[src/hdl/core_pkg.sv]
package core_pkg;

    // Datapath and address widths
    localparam int XLEN            = 32;
    localparam int REG_ADDR_WIDTH  = 5;
    localparam int IMEM_ADDR_WIDTH = 8;
    localparam int PC_STEP         = 4;

    // RV32I major opcodes of the supported subset
    typedef enum logic [6:0] {
        OP     = 7'b0110011,
        OP_IMM = 7'b0010011,
        LUI    = 7'b0110111,
        LOAD   = 7'b0000011,
        STORE  = 7'b0100011,
        BRANCH = 7'b1100011,
        JAL    = 7'b1101111
    } opcode_e;

    // ALU operations, PASS_B forwards operand b for LUI
    typedef enum logic [2:0] {
        ADD,
        SUB,
        AND,
        OR,
        XOR,
        SLT,
        PASS_B
    } alu_op_e;

    // Network packet commands
    typedef enum logic [1:0] {
        NONE,
        PC,
        INSTR
    } net_op_e;

    // Core run state
    typedef enum logic {
        IDLE,
        RUN
    } state_e;

    typedef struct packed {
        logic            valid;
        net_op_e         op;
        logic [XLEN-1:0] addr;
        logic [XLEN-1:0] data;
    } net_packet_s;

    // Data-memory request, held until ack
    typedef struct packed {
        logic            valid;
        logic            wen;
        logic [XLEN-1:0] addr;
        logic [XLEN-1:0] wdata;
    } mem_req_s;

    typedef struct packed {
        logic            ack;
        logic [XLEN-1:0] rdata;
    } mem_resp_s;

    typedef struct packed {
        logic    op_writes_rf;
        logic    reads_rf1;
        logic    reads_rf2;
        logic    is_load;
        logic    is_store;
        logic    is_branch;
        logic    is_jump;
        logic    use_imm;
        alu_op_e alu_op;
        logic    branch_ne;
    } decode_s;

    typedef struct packed {
        logic            valid;
        logic [XLEN-1:0] pc;
        logic [XLEN-1:0] instruction;
    } fetch_id_s;

    typedef struct packed {
        logic                      valid;
        logic [XLEN-1:0]           pc;
        decode_s                   decode;
        logic [REG_ADDR_WIDTH-1:0] rd;
        logic [REG_ADDR_WIDTH-1:0] rs1;
        logic [REG_ADDR_WIDTH-1:0] rs2;
        logic [XLEN-1:0]           rs1_val;
        logic [XLEN-1:0]           rs2_val;
        logic [XLEN-1:0]           imm;
    } id_exe_s;

    // Writeback register, also the register file write port
    typedef struct packed {
        logic                      op_writes_rf;
        logic [REG_ADDR_WIDTH-1:0] rd;
        logic [XLEN-1:0]           data;
    } wb_s;

endpackage
[src/hdl/writeback_stage.sv]
module writeback_stage (
    input  logic                                   clk,
    input  logic                                   reset,
    input  logic                                   stall_i,
    input  logic [core_pkg::XLEN-1:0]              result_i,
    input  logic [core_pkg::REG_ADDR_WIDTH-1:0]    rd_i,
    input  logic                                   writes_rf_i,
    output core_pkg::wb_s                          wb_o
);

    core_pkg::wb_s wb_r;

    // Holds under stall so execute keeps its forwarded operand
    // A held write repeats the same value, which is harmless
    always_ff @(posedge clk)
    begin
        if (reset)
            wb_r <= '0;
        else if (!stall_i)
            wb_r <= '{op_writes_rf: writes_rf_i, rd: rd_i, data: result_i};
    end

    assign wb_o = wb_r;

endmodule

[config.mk]
export PLATFORM = sky130hd
export DESIGN_NAME = writeback_stage
export DESIGN_NICKNAME = d
export VERILOG_FILES = /design/src/hdl/core_pkg.sv /design/src/hdl/writeback_stage.sv
export SDC_FILE = /design/constraint.sdc
export NUM_CORES = 1
export LEC_CHECK = 0
export ABC_AREA = 1
export BUFFER_PORTS_ARGS = -buffer_cell sky130_fd_sc_hd__buf_2
export CAP_MARGIN = 15
export CORE_MARGIN = 2
export CORE_UTILIZATION = 48
export DETAILED_ROUTE_END_ITERATION = 8
export HOLD_SLACK_MARGIN = 0.08
export PLACE_DENSITY = 0.84
export SLEW_MARGIN = 20
export SYNTH_ARGS = -nofsm -noshare
export SYNTH_HDL_FRONTEND = slang
export SYNTH_SLANG_ARGS = --single-unit
export TNS_END_PERCENT = 20
[constraint.sdc]
create_clock -name clk -period 1.4 [get_ports clk]
set_input_delay 0.14 -clock clk [delete_from_list [all_inputs] [get_ports clk]]
set_output_delay 0.14 -clock clk [all_outputs]
set_load 0.02 [all_outputs]
==> metrics.txt <==
outcome finished, final reports clean; cell type of the slowest stage on the worst timing path dfxtp_1; main area contributors after synthesis dfxtp_1 49%, nand2_1 18%, nor2_1 18%; num rows 20; Pwr Total 2.23 mW; final layout net count 396; number of enable-type register cells in the synthesized netlist 0; sequential cell area 761 um2; post-route ant nets 0; maximum clock frequency 1010 MHz; detailed-route via count 1663; aggregate routed wire length 3880 um; Avg Cell Area, Syn 6.43 um2; synthesized netlist cell count 241; top post-synthesis cells by count 76 x nand2_1, 76 x nor2_1, 39 x inv_1, 38 x dfxtp_1, 6 x buf_2; hold wc startpoint reset; via count normalized by instance count 4.17; routed len/inst 9.72 um; flip-flop count of the largest register after layout 38; hold slack 0.260 ns; diodes inserted 0; wire length of the first global-routing pass 6110 um; height of the chip 60.8 um; setup repair after global routing missed its margin no; worst-case clock buffer depth 2; total of max-cap violations 0; pin count of the biggest net entering global routing 77; Worst Setup Slack post-DPL 0.567 ns; H-tree depth 2; initial cell density of the core 50.7%; share of the clock period used by the worst path after layout 71.0%; die outline area 3700 um2; all-layer global routing usage 22.6%; Critical Path Start Type register; worst reg-to-reg path cell count 4; Fin Clk Skew 0 ns; Final Hold Fails 0; flop and latch count out of synthesis 38; capture instance of the worst register-to-register path wb_o[8]; synthesized netlist net count 282; vias in the first global route 1501; register clock-pin slew on the reported worst setup and hold paths 0.10 ns; 1st-pass router iterations 4; accumulated negative setup slack 0 ns; total congestion overflow after global routing 0; maximum vdd ir drop 579 uV; antenna violations before repair 0; TritonCTS clock tree yes; Power Density 936 nW/um2; FF-to-FF setup slack 0.77 ns; Final HPWL DP 2040 um; worst endpoint required time 1.26 ns; Post-Layout Inst Area 2380 um2; maximum single-stage delay on the critical path 0.36 ns; count of port buffers added during placement 78; Synth Warn # 0; Clock Sinks 38; CP Capture Type output port; multi-input combinational cell area 571 um2; Placed Cells incl. Taps 354; post-route DRC violation count 0; # IOs 79; clock root cell clkbuf_4; share of cells above drive strength 1 24.2%; share of flip-flops with an asynchronous set or reset 0%; top flip-flop cell by instance count after synthesis dfxtp_1; number of buffers inserted during clock tree synthesis 5; share of the core filled with cells 78.1%; cell family with most CP delay flip-flops; Buf+Inv Stages, Crit Path 1; area of the core 3050 um2; static power due to leakage 1.36 nW; gp weighted congestion 0.745; Layout Area Growth over Synthesis 53.9%; number of distinct library cells after synthesis 7; Layout Cells excl Fill 399; worst setup path class register to output port; initial detailed-routing violation count 76; crit path cell chain buf_2; top-area cell type share of the netlist area 49.1%; Post-Place Cell Area 1960 um2; Worst Setup Slack, final 0.406 ns; Setup Viol. Count Final 0; number of inserted filler cells in the final layout 247; worst hold path class primary input to register; Yosys top cell by area dfxtp_1; Clock Latency Late Sink 0.33 ns; Seq/Total Area, Yosys 49.1%; Worst R2R Start wb_o[8]; Hold Crit Endpoint wb_o[5]; hold path cells 5; Final Critical Period 0.994 ns; peak fanout along the critical path 2; headroom to the max-slew limit 81.1%; Die Wd 60.8 um; Least-Margin Pin Slew 0.283 ns; Worst EP arrival 0.85 ns; Cell Area, Synth 1550 um2; number of max-slew violations in the final report 0
placed cells by master (no fill, tap or decap), drive strengths merged:
master / instances
inv: 39
nand2: 76
dlygate4sd3: 38
nor2: 76
buf: 81
clkbuf: 7
dfxtp: 38
worst min-delay path: stages:
cell,delay (ns)
buf_2,0.08
inv_1,0.04
buf_4,0.19
nand2_1,0.08
nor2_1,0.03
timing repair:
| item | in CTS | in global routing |
|---|---|---|
| hold buffers | 38 | 0 |
| setup buffers | 0 | 0 |
| endpoints found under the hold margin | 38 | 0 |
| resized for setup | 0 | 0 |
routing by layer:
layer / global-route usage, % / up-vias / share of wire [%]
met4: 8.07 / 0 / 2.3
met3: 9.17 / 10 / 6.7
met1: 24.2 / 688 / 41
li1: - / 904 / -
met2: 39.9 / 61 / 50
met5: 0 / - / 0
cell type report:
cell class,count,share of cell area (%)
timing repair buffer,119,33.8
sequential,38,31.9
multi-input combinational,152,23.9
inverter,39,6.14
tap,44,2.31
clock buffer,7,1.89
kinds of logic (layout without fill, tap and decap cells):
family | count (synthesis) | count (layout) | synth area share, %
simple gates | 152 | 152 | 36.8
buf+inv | 51 | 165 | 14.1
flops | 38 | 38 | 49.1
power breakdown:
group / leakage, nW / total (mW) / internal, mW / switching [mW]
Combinational: 1.01 / 0.518 / 0.234 / 0.285
Clock: 0.0254 / 0.521 / 0.190 / 0.331
Sequential: 0.316 / 1.19 / 1.16 / 0.0351
worst max-delay path by stage:
| stage | cells after the start | endpoint | from | slack, ns |
|---|---|---|---|---|
| after CTS | 1 | wb_o[12] | wb_o[12] | 0.39 |
| after floorplan | 4 | wb_o[10] | wb_o[10] | 0.70 |
| after detailed placement | 5 | wb_o[2] | stall_i | 0.57 |
| final | 1 | wb_o[22] | wb_o[22] | 0.41 |
| after global placement | 5 | wb_o[22] | stall_i | 0.59 |
| after global routing | 1 | wb_o[10] | wb_o[10] | 0.35 |
Power figures use the tool's default switching activity.
