$ cat config.mk
export PLATFORM = sky130hd
export DESIGN_NAME = execute_stage
export DESIGN_NICKNAME = d
export VERILOG_FILES = /design/src/hdl/core_pkg.sv /design/src/hdl/execute_stage.sv
export SDC_FILE = /design/constraint.sdc
export NUM_CORES = 1
export LEC_CHECK = 0
export ABC_AREA = 1
export BUFFER_PORTS_ARGS = -buffer_cell sky130_fd_sc_hd__buf_2
export CAP_MARGIN = 25
export CORE_ASPECT_RATIO = 0.75
export CORE_UTILIZATION = 55
export DETAILED_ROUTE_END_ITERATION = 7
export PLACE_DENSITY_LB_ADDON = 0.1
export SLEW_MARGIN = 20
export SYNTH_ARGS = -nofsm -noshare
export SYNTH_HDL_FRONTEND = slang
export SYNTH_SLANG_ARGS = --single-unit
export TNS_END_PERCENT = 50
$ cat constraint.sdc
create_clock -name clk -period 4.5 [get_ports clk]
set_clock_uncertainty 0.05 [all_clocks]
set_input_delay 0.45 -clock clk [delete_from_list [all_inputs] [get_ports clk]]
set_output_delay 0.45 -clock clk [all_outputs]
set_load 0.005 [all_outputs]
$ cat src/hdl/core_pkg.sv
package core_pkg;

    // Datapath and address widths
    localparam int XLEN            = 32;
    localparam int REG_ADDR_WIDTH  = 5;
    localparam int IMEM_ADDR_WIDTH = 8;
    localparam int PC_STEP         = 4;

    // RV32I major opcodes of the supported subset
    typedef enum logic [6:0] {
        OP     = 7'b0110011,
        OP_IMM = 7'b0010011,
        LUI    = 7'b0110111,
        LOAD   = 7'b0000011,
        STORE  = 7'b0100011,
        BRANCH = 7'b1100011,
        JAL    = 7'b1101111
    } opcode_e;

    // ALU operations, PASS_B forwards operand b for LUI
    typedef enum logic [2:0] {
        ADD,
        SUB,
        AND,
        OR,
        XOR,
        SLT,
        PASS_B
    } alu_op_e;

    // Network packet commands
    typedef enum logic [1:0] {
        NONE,
        PC,
        INSTR
    } net_op_e;

    // Core run state
    typedef enum logic {
        IDLE,
        RUN
    } state_e;

    typedef struct packed {
        logic            valid;
        net_op_e         op;
        logic [XLEN-1:0] addr;
        logic [XLEN-1:0] data;
    } net_packet_s;

    // Data-memory request, held until ack
    typedef struct packed {
        logic            valid;
        logic            wen;
        logic [XLEN-1:0] addr;
        logic [XLEN-1:0] wdata;
    } mem_req_s;

    typedef struct packed {
        logic            ack;
        logic [XLEN-1:0] rdata;
    } mem_resp_s;

    typedef struct packed {
        logic    op_writes_rf;
        logic    reads_rf1;
        logic    reads_rf2;
        logic    is_load;
        logic    is_store;
        logic    is_branch;
        logic    is_jump;
        logic    use_imm;
        alu_op_e alu_op;
        logic    branch_ne;
    } decode_s;

    typedef struct packed {
        logic            valid;
        logic [XLEN-1:0] pc;
        logic [XLEN-1:0] instruction;
    } fetch_id_s;

    typedef struct packed {
        logic                      valid;
        logic [XLEN-1:0]           pc;
        decode_s                   decode;
        logic [REG_ADDR_WIDTH-1:0] rd;
        logic [REG_ADDR_WIDTH-1:0] rs1;
        logic [REG_ADDR_WIDTH-1:0] rs2;
        logic [XLEN-1:0]           rs1_val;
        logic [XLEN-1:0]           rs2_val;
        logic [XLEN-1:0]           imm;
    } id_exe_s;

    // Writeback register, also the register file write port
    typedef struct packed {
        logic                      op_writes_rf;
        logic [REG_ADDR_WIDTH-1:0] rd;
        logic [XLEN-1:0]           data;
    } wb_s;

endpackage
$ cat src/hdl/execute_stage.sv
module execute_stage (
    input  logic                                   clk,
    input  logic                                   reset,
    input  core_pkg::id_exe_s                      id_exe_i,
    input  core_pkg::wb_s                          wb_i,
    input  core_pkg::mem_resp_s                    mem_resp_i,
    input  core_pkg::state_e                       state_i,
    input  logic                                   imem_write_i,
    output core_pkg::mem_req_s                     mem_req_o,
    output logic [core_pkg::XLEN-1:0]              result_o,
    output logic [core_pkg::REG_ADDR_WIDTH-1:0]    rd_o,
    output logic                                   writes_rf_o,
    output logic                                   stall_o,
    output logic                                   redirect_valid_o,
    output logic [core_pkg::XLEN-1:0]              redirect_pc_o
);

    core_pkg::decode_s          dec;
    logic [core_pkg::XLEN-1:0]  rs1_val;
    logic [core_pkg::XLEN-1:0]  rs2_val;
    logic [core_pkg::XLEN-1:0]  op_b;
    logic [core_pkg::XLEN-1:0]  alu_result;
    logic [core_pkg::XLEN-1:0]  load_data;
    logic [core_pkg::XLEN-1:0]  load_data_r;
    logic                       mem_op;
    logic                       mem_done_r;
    logic                       mem_wait;
    logic                       taken;
    logic                       stall;

    assign dec = id_exe_i.decode;

    // Forward from writeback, x0 never forwards
    assign rs1_val = (wb_i.op_writes_rf && (wb_i.rd == id_exe_i.rs1) && (id_exe_i.rs1 != '0))
                     ? wb_i.data : id_exe_i.rs1_val;
    assign rs2_val = (wb_i.op_writes_rf && (wb_i.rd == id_exe_i.rs2) && (id_exe_i.rs2 != '0))
                     ? wb_i.data : id_exe_i.rs2_val;
    assign op_b    = dec.use_imm ? id_exe_i.imm : rs2_val;

    // Loads and stores use ADD for the address
    always_comb
    begin
        case (dec.alu_op)
            core_pkg::ADD:    alu_result = rs1_val + op_b;
            core_pkg::SUB:    alu_result = rs1_val - op_b;
            core_pkg::AND:    alu_result = rs1_val & op_b;
            core_pkg::OR:     alu_result = rs1_val | op_b;
            core_pkg::XOR:    alu_result = rs1_val ^ op_b;
            core_pkg::SLT:    alu_result = core_pkg::XLEN'($signed(rs1_val) < $signed(op_b));
            default:          alu_result = op_b;
        endcase
    end

    // Static not-taken, so any taken branch or jump redirects
    assign taken = dec.is_jump || (dec.is_branch && ((rs1_val == rs2_val) != dec.branch_ne));

    // Memory op done flag covers an ack that lands during another stall
    assign mem_op   = id_exe_i.valid && (dec.is_load || dec.is_store);
    assign mem_wait = mem_op && !mem_done_r && !mem_resp_i.ack;
    assign stall    = mem_wait || imem_write_i || (state_i != core_pkg::RUN);

    assign mem_req_o = '{valid: mem_op && !mem_done_r,
                         wen:   dec.is_store,
                         addr:  alu_result,
                         wdata: rs2_val};

    always_ff @(posedge clk)
    begin
        if (reset || !stall)
            mem_done_r <= 1'b0;
        else if (mem_req_o.valid && mem_resp_i.ack)
            mem_done_r <= 1'b1;
    end

    // Hold read data while the stage waits on a non-memory stall
    always_ff @(posedge clk)
    begin
        if (mem_req_o.valid && mem_resp_i.ack)
            load_data_r <= mem_resp_i.rdata;
    end

    assign load_data = mem_done_r ? load_data_r : mem_resp_i.rdata;

    always_comb
    begin
        if (dec.is_load)
            result_o = load_data;
        else if (dec.is_jump)
            result_o = id_exe_i.pc + core_pkg::XLEN'(core_pkg::PC_STEP);
        else
            result_o = alu_result;
    end

    assign rd_o             = id_exe_i.rd;
    // Bubbles never write
    assign writes_rf_o      = id_exe_i.valid && dec.op_writes_rf;
    assign stall_o          = stall;
    assign redirect_valid_o = id_exe_i.valid && taken && !stall;
    assign redirect_pc_o    = id_exe_i.pc + id_exe_i.imm;

endmodule

==> impl_metrics.ini, run 1 <==
[run_status]
status = aborted with a tool error
stop_stage = global routing (5_1_grt)
stop_error = [ERROR GRT-0232] Routing congestion too high. Check the congestion heatmap in the GUI.

[clock_tree]
cts_max_path_buffers = 2
cts_num_sinks = 33
cts_made_buffers = 5
cts-root-buf = clkbuf_16
htreeDepth = 2

[grt]
globalRouteOverflowTotal = 397
grt_max_degree = 51
grt_use_total_pct = 86.14

[yosys]
synth_top_family_by_area = simple AND/OR/NAND/NOR gates
syn_area_um2 = 12270
synth_top_area_share_pct = 13.95
ys_ff_latch = 33
syn-num-nets = 2502
synthArstFlopShare_pct = 0
ys.flop_type = edfxtp_1
synth_xor_area_share_pct = 6.274
synth-edff-count = 32
synth.area.top_cells = nand2_1 14%, ha_1 13%, inv_1 11%
syn_inst = 2140
synth_top_area_cell = nand2_1
synth-seq-area-share_pct = 7.998
synth_compound_area_share_pct = 22.41
syn_avg_cell_area_um2 = 5.732
synthSimpleGateAreaFrac_pct = 34.60
yosysMostFrequentCell = nand2_1
ys_types = 64
synthAdderAreaFrac_pct = 13.49
synth.top_cells.by_count = 456 x nand2_1, 370 x inv_1, 233 x nor2_1
synthMuxAreaShare_pct = 0
yosysWarnings = 0

[sta]
postGrtWorstEndpoint = result_o[26]
worst-ep-kind = top-level output

[floorplanning]
rows = 46
die_h_um = 131.3
initial_core_util_pct = 56.98
die_x_um = 174.4
pin_count = 369

[place]
gp_congestion = 1.106
io_buffers = 356
dpl.cell_count = 3056
hpwl_mm = 47.01
logic make-up after synthesis:
family,after synthesis
fa+ha+maj,131
xor+xnor,87
compound gates,472
buf+inv,471
flops,33
simple gates,946
timing repair:
action                                  in CTS
setup buffers                               35
pin swaps                                   68
gates resized for setup                    180
endpoints found under the setup margin      38
cloned                                       2
hold buffers                                 0
layer usage:
metal	GRT usage, %	GRT overflow
met1	85.43	7
met2	102.6	246
met3	69.21	6
met4	92.01	138
met5	33.77	0
stage by stage:
stage          worst slack, ps  util (%)  hold WS (ps)  TNS (ps)  area (µm²)
4_1_cts                 -50.44     83.25         261.3    -237.1       17920
3_5_place_dp            -411.9     77.88         564.5     -5737       16760
3_3_place_gp            -285.0     77.76         564.3     -2994       16740
2_1_floorplan            324.9         -         478.0         0       12270
==> run 2: changes to the inputs <==
--- a/config.mk
+++ b/config.mk
@@ -8,10 +8,9 @@
 export ABC_AREA = 1
 export BUFFER_PORTS_ARGS = -buffer_cell sky130_fd_sc_hd__buf_2
 export CAP_MARGIN = 25
-export CORE_ASPECT_RATIO = 0.75
-export CORE_UTILIZATION = 55
+export CORE_UTILIZATION = 40
 export DETAILED_ROUTE_END_ITERATION = 7
-export PLACE_DENSITY_LB_ADDON = 0.1
+export PLACE_DENSITY_LB_ADDON = 0.15
 export SLEW_MARGIN = 20
 export SYNTH_ARGS = -nofsm -noshare
 export SYNTH_HDL_FRONTEND = slang
==> run 2 against run 1 <==
Net effect: synthesized cell count stayed put; synthesized area stayed put; the flow now finishes, with violations (negative setup slack).
==> impl_metrics.ini, run 2 <==
[clock_tree]
cts_made_buffers = 5
cts_num_sinks = 33
cts-root-buf = clkbuf_16
htreeDepth = 2
clkTransAtPathRegs_ps = 60
postCtsHoldBufs = 0
cts_tree = done
cts_max_path_buffers = 2
insertion_delay_ps = 290

[grt]
grt_most_used_layer = met2
globalRouteMet1Util_pct = 55.25
globalRouteOverflowTotal = 0
met3_usage_pct = 4.081
first_global_vias = 16360
grt_pass1_wl_mm = 92.92
grt_max_degree = 42
antenna_found_initial = 6
grt_use_met2_pct = 62.17
grt_use_total_pct = 38.94

[pwr]
p_sw_w = 0.001891
power-per-cell-area_nw_per_um2 = 191.2
internal-power_w = 0.001928
p_clk_share_pct = 9.0
ir_drop_mv = 0.2288
leakagePower_nw = 10.66
power_frac_seq_pct = 9.3
p_sw_share_pct = 49.52
pwr-share-comb_pct = 81.7

[sta]
hold_slack_ps = 267.2
tightest_slew_ps = 986.6
fin_setup_tns_ps = -788.6
post-route-min-period_ps = 4602
drv_slew = 0
setup_viol = 17
max_freq_mhz = 217.3
fin_ws_ps = -102.0
maxSlewHeadroom_pct = 34.15
hold_viol_final = 0
fin_crit_sh_pct = 102.3
rsz0062_at_grt = yes

[setup_path]
worstRegToRegCells = 4
crit_path_max_fanout = 7
reg2reg_to = load_data_r[3]
required_ps = 4000
cp-end-kind = output port
cp.arrival_ps = 4100
critPathTopFamily = simple AND/OR/NAND/NOR gates
r2r-start = mem_done_r
rrSetupSlack_ps = 2930
path_class = input pin to output port
crit_slowest_cell = ha_4
startpoint_type = input pin
path_buf_inv = 7
cp_common_cell = nand2_1
slowest_delay_ps = 300

[place]
gp_congestion = 1.021
hpwl_mm = 52.49
io_buffers = 356
dpl_cell_area_um2 = 17320

[yosys]
yosysWarnings = 0
syn-num-nets = 2502
synth_top_area_cell = nand2_1
syn_area_um2 = 12270
synth-edff-count = 32
ys.flop_type = edfxtp_1
synth.area.top_cells = nand2_1 14%, ha_1 13%, inv_1 11%
synth-seq-area-share_pct = 7.998
yosysMostFrequentCell = nand2_1
synth.top_cells.by_count = 456 x nand2_1, 370 x inv_1, 233 x nor2_1
synth_top_area_share_pct = 13.95
ys_ff_latch = 33
syn_inst = 2140
ys_types = 64
synthArstFlopShare_pct = 0
syn_avg_cell_area_um2 = 5.732

[cells_and_area]
largest_registers = load_data_r x32, mem_done_r x1
synthToLayoutAreaGrowth_pct = 62.82
final_layout_size_suffix_gt1_share_pct = 45.36
largest_register = load_data_r
fillers = 2813
final_nets = 3261
largest_register_ffs = 32
final_cell_mix = 445 x buf_4, 363 x nand2_1, 346 x buf_2
final_common_cell = buf_4
finalInstanceArea_um2 = 19970

[route]
drt_wl_total_mm = 64.81
ant_nets = 0
vias = 17730
drtIter0Drc = 1754
dr.pass1.iters = 5
routed_via_density = 5.386
drc = 0
routedWlPerCell_um = 19.69

[flow_run]
max-cap-violations = 0

[floorplanning]
pin_count = 369
die_h_um = 177.1
rows = 63
dieArea_um2 = 31370
die_x_um = 177.1
initial_core_util_pct = 41.06
fp.coreArea_um2 = 29870

[run_status]
violations = negative setup slack
status = finished with violations

[hold_path]
min_path_type = input pin to flop
min_delay_path_depth = 2
hold_end = mem_done_r
hp-start = reset
-- run 2: how the worst max path moves through the flow --
stage            startpoint  depth (start not counted)       endpoint
2_1_floorplan  id_exe_i[98]                         34   result_o[24]
3_3_place_gp   id_exe_i[96]                         28  mem_req_o[32]
3_5_place_dp       wb_i[34]                         28  mem_req_o[32]
4_1_cts            wb_i[32]                         37   result_o[26]
5_1_grt        id_exe_i[99]                         30   result_o[27]
6_report       id_exe_i[99]                         29   result_o[31]
-- run 2: stage by stage --
stage               std cells  power [W]  worst slack [ps]  utilization (%)
floorplan                2140   0.001597             324.9                -
global placement         3214   0.002910            -417.8            57.89
detailed placement       3215   0.002931            -449.7            57.98
CTS                      3251   0.003471            -12.47            61.97
global route             3290   0.004040            -279.4            66.83
finish                   3292   0.003819            -102.0            66.85
-- run 2: routing by layer --
metal  vias up  share of wire (%)
li1       8465                  -
met1      8319                 44
met2       820                 45
met3       122                8.6
met4         6                2.7
met5         -              0.057
-- run 2: cell families after synthesis --
| logic type | count (synthesis) | synth area share (%) |
|---|---|---|
| xor gates and xnor gates | 87 | 6.274 |
| and+or+nand+nor | 946 | 34.60 |
| buffers and inverters | 471 | 15.23 |
| AOI/OAI and AO/OA | 472 | 22.41 |
| adders and majority gates | 131 | 13.49 |
| DFF | 33 | 7.998 |
-- run 2: power groups by stage --
stage          Sequential (W)  Clock, W  Combinational (W)
2_1_floorplan        0.000361         0            0.00124
3_3_place_gp         0.000361         0            0.00255
3_5_place_dp         0.000361         0            0.00257
4_1_cts              0.000355  0.000345            0.00277
5_1_grt              0.000356  0.000350            0.00333
6_report             0.000355  0.000344            0.00312
-- run 2: worst reg2reg max path, stage by stage (launching register included) --
cell	delay [ps]
dfxtp_1	300
inv_1	70
nand3_1	220
nor2_4	360
buf_12	240
-- run 2: repair_timing --
action	CTS	global route
endpoints found under the setup margin	46	52
resized for setup	213	302
gates cloned	3	4
pin swaps	71	142
buffers inserted	27	34
-- run 2: layout make-up --
type,instances,area (µm²),share of cell area (%)
Clock buffer,6,128.9,0.6453
Tap cell,390,488.0,2.443
Timing Repair Buffer,837,5793,29.01
Clock inverter,1,3.754,0.01880
Inverter,385,1458,7.299
Sequential cell,33,980.9,4.912
Antenna cell,3,7.507,0.03759
Multi-Input combinational cell,1637,11110,55.64
No activity file was read; power rests on OpenSTA's default activity.
==> run 3: changes to the inputs <==
--- a/config.mk
+++ b/config.mk
@@ -10,7 +10,8 @@
 export CAP_MARGIN = 25
 export CORE_UTILIZATION = 40
 export DETAILED_ROUTE_END_ITERATION = 7
-export PLACE_DENSITY_LB_ADDON = 0.15
+export PLACE_DENSITY = 0.64
+export REMOVE_ABC_BUFFERS = 1
 export SLEW_MARGIN = 20
 export SYNTH_ARGS = -nofsm -noshare
 export SYNTH_HDL_FRONTEND = slang
==> constraint.sdc (replaced) <==
create_clock -name clk -period 5.52 [get_ports clk]
set_clock_uncertainty 0.05 [all_clocks]
set_input_delay 0.552 -clock clk [delete_from_list [all_inputs] [get_ports clk]]
set_output_delay 0.552 -clock clk [all_outputs]
set_load 0.005 [all_outputs]
==> run 3 against run 2 <==
Net effect: the flow now finishes without violations; critical path depth is 7 lower; register-to-register slack better by 460 ps; hold slack better by 120 ps; clock power is 16% lower; die area stayed put; non-clock buffer count is 416 lower; routed wire length is 19% lower; power is 40% lower; sequential share of layout area is 1.7 points higher; global-route usage is 6.6 points lower; critical path type unchanged; critical endpoint is now result_o[29].
==> impl_metrics.ini, run 3 (synthesis results as in run 2) <==
[setup_path]
cp-endpoint = result_o[29]
startpoint_type = input pin
worstRegToRegCells = 5
crit_start = wb_i[34]
path_class = input pin to output port
cp-end-kind = output port
crit_path_max_fanout = 48
rrSetupSlack_ps = 3390
cp.arrival_ps = 4650
reg2reg_to = load_data_r[25]
r2r-start = mem_done_r
required_ps = 4920

[floorplanning]
fp.coreArea_um2 = 29870
rows = 63
die_h_um = 177.1
die_x_um = 177.1
dieArea_um2 = 31370
pin_count = 369
initial_core_util_pct = 41.06

[place]
io_buffers = 356
dpl_cell_area_um2 = 14590
dpl.cell_count = 2857
hpwl_mm = 44.18
gp_congestion = 1.012

[cells_and_area]
synthToLayoutAreaGrowth_pct = 21.11
largest_register_ffs = 32
largest_register = load_data_r
finalInstanceArea_um2 = 14850
final_nets = 2844
final_cell_mix = 456 x nand2_1, 370 x inv_1, 356 x buf_2
instances_no_fill = 2873
largest_registers = load_data_r x32, mem_done_r x1
final_layout_size_suffix_gt1_share_pct = 22.63
final_common_cell = nand2_1
diodes = 0

[pwr]
leakagePower_nw = 8.248
pwr-share-comb_pct = 74.8
p_clk_share_pct = 12.6
ir_drop_mv = 0.1759
p_sw_share_pct = 53.71
p_sw_w = 0.001234
power-per-cell-area_nw_per_um2 = 154.6
internal-power_w = 0.001063
power_frac_seq_pct = 12.6

[clock_tree]
insertion_delay_ps = 290
clkTransAtPathRegs_ps = 60
cts_max_path_buffers = 2
cts-root-buf = clkbuf_16
cts_tree = done
postCtsHoldBufs = 0
cts_num_sinks = 33
htreeDepth = 2
cts_made_buffers = 5

[sta]
drv_slew = 0
post-route-min-period_ps = 5256
max_freq_mhz = 190.3
tightest_slew_ps = 805.7
setup_viol = 0
maxSlewHeadroom_pct = 45.72
fin_crit_sh_pct = 95.21
hold_viol_final = 0

[route]
routedWlPerCell_um = 18.23
vias = 15550
drc = 0
ant_nets = 0
routed_via_density = 5.413
drtIter0Drc = 1300
drt_wl_total_mm = 52.38
dr.pass1.iters = 7

[run_status]
status = completed

[grt]
globalRouteOverflowTotal = 0
grt_pass1_wl_mm = 78.64
grt_use_total_pct = 32.30
first_global_vias = 14260
antenna_found_initial = 0
grt_max_degree = 50

[hold_path]
min_path_type = input pin to flop
min_delay_path_depth = 2

[flow_run]
max-cap-violations = 0
[run 3: power by group through the flow]
stage	Clock (W)	Combinational (W)	Sequential (W)
2_1_floorplan	0	0.000987	0.000297
4_1_cts	0.000292	0.00166	0.000289
3_5_place_dp	0	0.00166	0.000295
3_3_place_gp	0	0.00165	0.000294
6_report	0.000290	0.00172	0.000289
5_1_grt	0.000300	0.00188	0.000290
[run 3: repair_timing]
item	in CTS	in global routing
buffers inserted	0	7
gates resized for setup	0	19
endpoints found under the setup margin	0	23
[run 3: per-stage QoR]
step	worst slack [ps]	hold slack (ps)	TNS [ps]	utilization, %	total power (W)
2_1_floorplan	758.6	580.0	0	-	0.001283
3_3_place_gp	264.4	675.7	0	48.77	0.001941
3_5_place_dp	289.1	680.7	0	48.82	0.001950
4_1_cts	273.8	375.7	0	49.30	0.002246
5_1_grt	-12.56	372.8	-12.56	49.72	0.002471
6_report	264.4	383.2	0	49.72	0.002297
[run 3: metal layers]
metal / part of all wire (%) / track usage [%]
met4: 2.2 / 8.226
met1: 45 / 44.87
met5: 0 / 0
met2: 45 / 51.94
met3: 8.2 / 4.381
[run 3: worst min-delay path by stage]
stage	startpoint	end	slack, ps
floorplan	reset	mem_done_r	580
global placement	reset	mem_done_r	680
finish	reset	mem_done_r	380
global route	reset	mem_done_r	370
detailed placement	reset	mem_done_r	680
CTS	reset	mem_done_r	380
[run 3: area by class of cell]
| class | count | area, µm² |
|---|---|---|
| fillers | 3245 | 15020 |
| multi-input cells | 1636 | 9485 |
| repair buffers | 421 | 2312 |
| inverters | 385 | 1445 |
| flip-flops and latches | 33 | 980.9 |
| well taps | 390 | 488.0 |
| clock buffers | 5 | 125.1 |
| clock inverters | 3 | 17.52 |
[run 3: critical path: stages]
cell      delay [ps]
buf_2            100
inv_2             50
nand2_1           80
nand2_1           90
nor2_2           150
nand4_4          210
buf_12           250
o21ai_1          370
nand2_1           80
o21ai_0          160
inv_1            110
ha_1             240
a21oi_1          380
o21ai_0          260
a21boi_0         370
o221a_2          270
nand3_1           80
nand3_1          140
nand3_2          160
o21bai_1         240
nand2_1          100
buf_2            140
==> run 4: changes to the inputs <==
--- a/config.mk
+++ b/config.mk
@@ -9,6 +9,7 @@
 export BUFFER_PORTS_ARGS = -buffer_cell sky130_fd_sc_hd__buf_2
 export CAP_MARGIN = 25
 export CORE_UTILIZATION = 40
+export CTS_BUF_LIST = sky130_fd_sc_hd__clkbuf_4
 export DETAILED_ROUTE_END_ITERATION = 7
 export PLACE_DENSITY = 0.64
 export REMOVE_ABC_BUFFERS = 1
==> run 4 against run 3 <==
Net effect: flip-flop and latch count did not move; first-iteration DRC count increased by 15%; via count about the same; routed wire length is essentially flat; clock-buffer cell count stayed put; die area unchanged; highest routed layer unchanged.
==> impl_metrics.ini, run 4 (synthesis results as in run 2) <==
[clock_tree]
postCtsHoldBufs = 0
cts_made_buffers = 5
cts-root-buf = clkbuf_4
cts_tree = done
htreeDepth = 2
insertion_delay_ps = 370
cts_max_path_buffers = 2
cts_num_sinks = 33
clkTransAtPathRegs_ps = 140

[cells_and_area]
synthToLayoutAreaGrowth_pct = 20.17
instances_no_fill = 2872
largest_register_ffs = 32
largest_register = load_data_r
final_cell_mix = 456 x nand2_1, 370 x inv_1, 356 x buf_2
final_nets = 2842
final_common_cell = nand2_1
largest_registers = load_data_r x32, mem_done_r x1
final_layout_size_suffix_gt1_share_pct = 22.41

[place]
gp_congestion = 1.012
hpwl_mm = 44.18
dp_slack_ps = 289.1
io_buffers = 356
dpl.cell_count = 2857

[sta]
tightest_slew_ps = 810.8
post-route-min-period_ps = 5224
fin_crit_sh_pct = 94.64
drv_slew = 0
fin_ws_ps = 295.8
fin_setup_tns_ps = 0
setup_viol = 0
max_freq_mhz = 191.4
hold_viol_final = 0
maxSlewHeadroom_pct = 45.38

[setup_path]
path_class = input pin to output port
required_ps = 4920
r2r-start = mem_done_r
cp.arrival_ps = 4620
cp-endpoint = result_o[29]
crit_start = wb_i[34]
startpoint_type = input pin
reg2reg_to = load_data_r[25]
worstRegToRegCells = 5
cp-end-kind = output port
rrSetupSlack_ps = 3360
crit_path_max_fanout = 48

[pwr]
p_sw_share_pct = 56.40
pwr-share-comb_pct = 79.3
leakagePower_nw = 8.199
power-per-cell-area_nw_per_um2 = 146.7
ir_drop_mv = 0.1417
finalPower_w = 0.002162
power_frac_seq_pct = 13.3
p_clk_share_pct = 7.4
internal-power_w = 0.0009426
p_sw_w = 0.001219

[floorplanning]
pin_count = 369
die_x_um = 177.1
die_h_um = 177.1
dieArea_um2 = 31370
fp.coreArea_um2 = 29870
rows = 63
initial_core_util_pct = 41.06

[route]
drt_wl_total_mm = 52.35
drtIter0Drc = 1499
dr.pass1.iters = 5
routed_via_density = 5.419
routedWlPerCell_um = 18.23
drc = 0
vias = 15560
ant_nets = 0

[grt]
grt_use_total_pct = 32.27
globalRouteOverflowTotal = 0
first_global_vias = 14220
grt_pass1_wl_mm = 79.03
antenna_found_initial = 1
grt_max_degree = 50

[flow_run]
max-cap-violations = 0

[run_status]
status = completed

[hold_path]
min_path_type = input pin to flop
-- run 4: cell types whose count changed in the layout (fill, tap and decap cells not counted), sizes merged --
cell,before,now
buf,420,418
diode,0,1
-- run 4: how the worst min path moves through the flow --
stage / depth (start not counted) / slack (ps) / startpoint / endpoint
final: 2 / 270 / reset / mem_done_r
after global routing: 2 / 280 / reset / mem_done_r
after CTS: 2 / 280 / reset / mem_done_r
after detailed placement: 2 / 680 / reset / mem_done_r
after global placement: 2 / 680 / reset / mem_done_r
after floorplan: 1 / 580 / reset / mem_done_r
-- run 4: worst max-delay path, stage by stage --
cell,delay [ps]
buf_2,100
inv_2,50
nand2_1,80
nand2_1,70
nor2_2,150
nand4_4,200
buf_12,240
nand2_1,120
o21ai_2,100
nand2_1,70
o21ai_0,140
ha_2,480
inv_1,110
a21oi_1,390
o21ai_0,200
a21boi_0,360
o221a_2,280
nand3_1,80
nand3_1,140
nand3_2,160
o21bai_1,260
nand2_1,100
buf_2,140
-- run 4: power groups by stage --
| stage | sequential (W) | clock, W | combinational, W |
|---|---|---|---|
| 2_1_floorplan | 0.000297 | 0 | 0.000987 |
| 3_3_place_gp | 0.000294 | 0 | 0.00165 |
| 3_5_place_dp | 0.000295 | 0 | 0.00166 |
| 6_report | 0.000289 | 0.000159 | 0.00171 |
| 5_1_grt | 0.000289 | 0.000164 | 0.00188 |
| 4_1_cts | 0.000289 | 0.000158 | 0.00167 |
-- run 4: metal layers --
metal  routed length, µm  vias to the layer above  GRT usage [%]  share of wire (%)
li1                    -                     7616              -                  -
met1               23770                     7208          45.99                 45
met2               24030                      694          53.14                 46
met3                3908                       44          2.363                7.5
met4                 640                        0          5.639                1.2
met5                   0                        -              0                  0
-- run 4: what timing repair did --
action | CTS | global route
buffers inserted | 0 | 5
setup endpoints to repair | 0 | 22
resized for setup | 0 | 15
-- run 4: final cells by class --
class	count	area, µm²
clock buffer	5	37.54
inverter	385	1445
clock inverter	3	17.52
antenna	1	2.502
fill	3260	15140
sequential	33	980.9
timing repair buffer	419	2297
multi-input combinational	1636	9470
tap	390	488.0
-- run 4: stage by stage --
| step | utilization (%) | hold slack (ps) | cell area [µm²] |
|---|---|---|---|
| after floorplan | - | 580.0 | 11840 |
| after global placement | 48.77 | 675.7 | 14570 |
| after detailed placement | 48.82 | 680.7 | 14590 |
| after CTS | 49.01 | 277.5 | 14640 |
| after global routing | 49.34 | 278.0 | 14740 |
| final | 49.34 | 274.6 | 14740 |
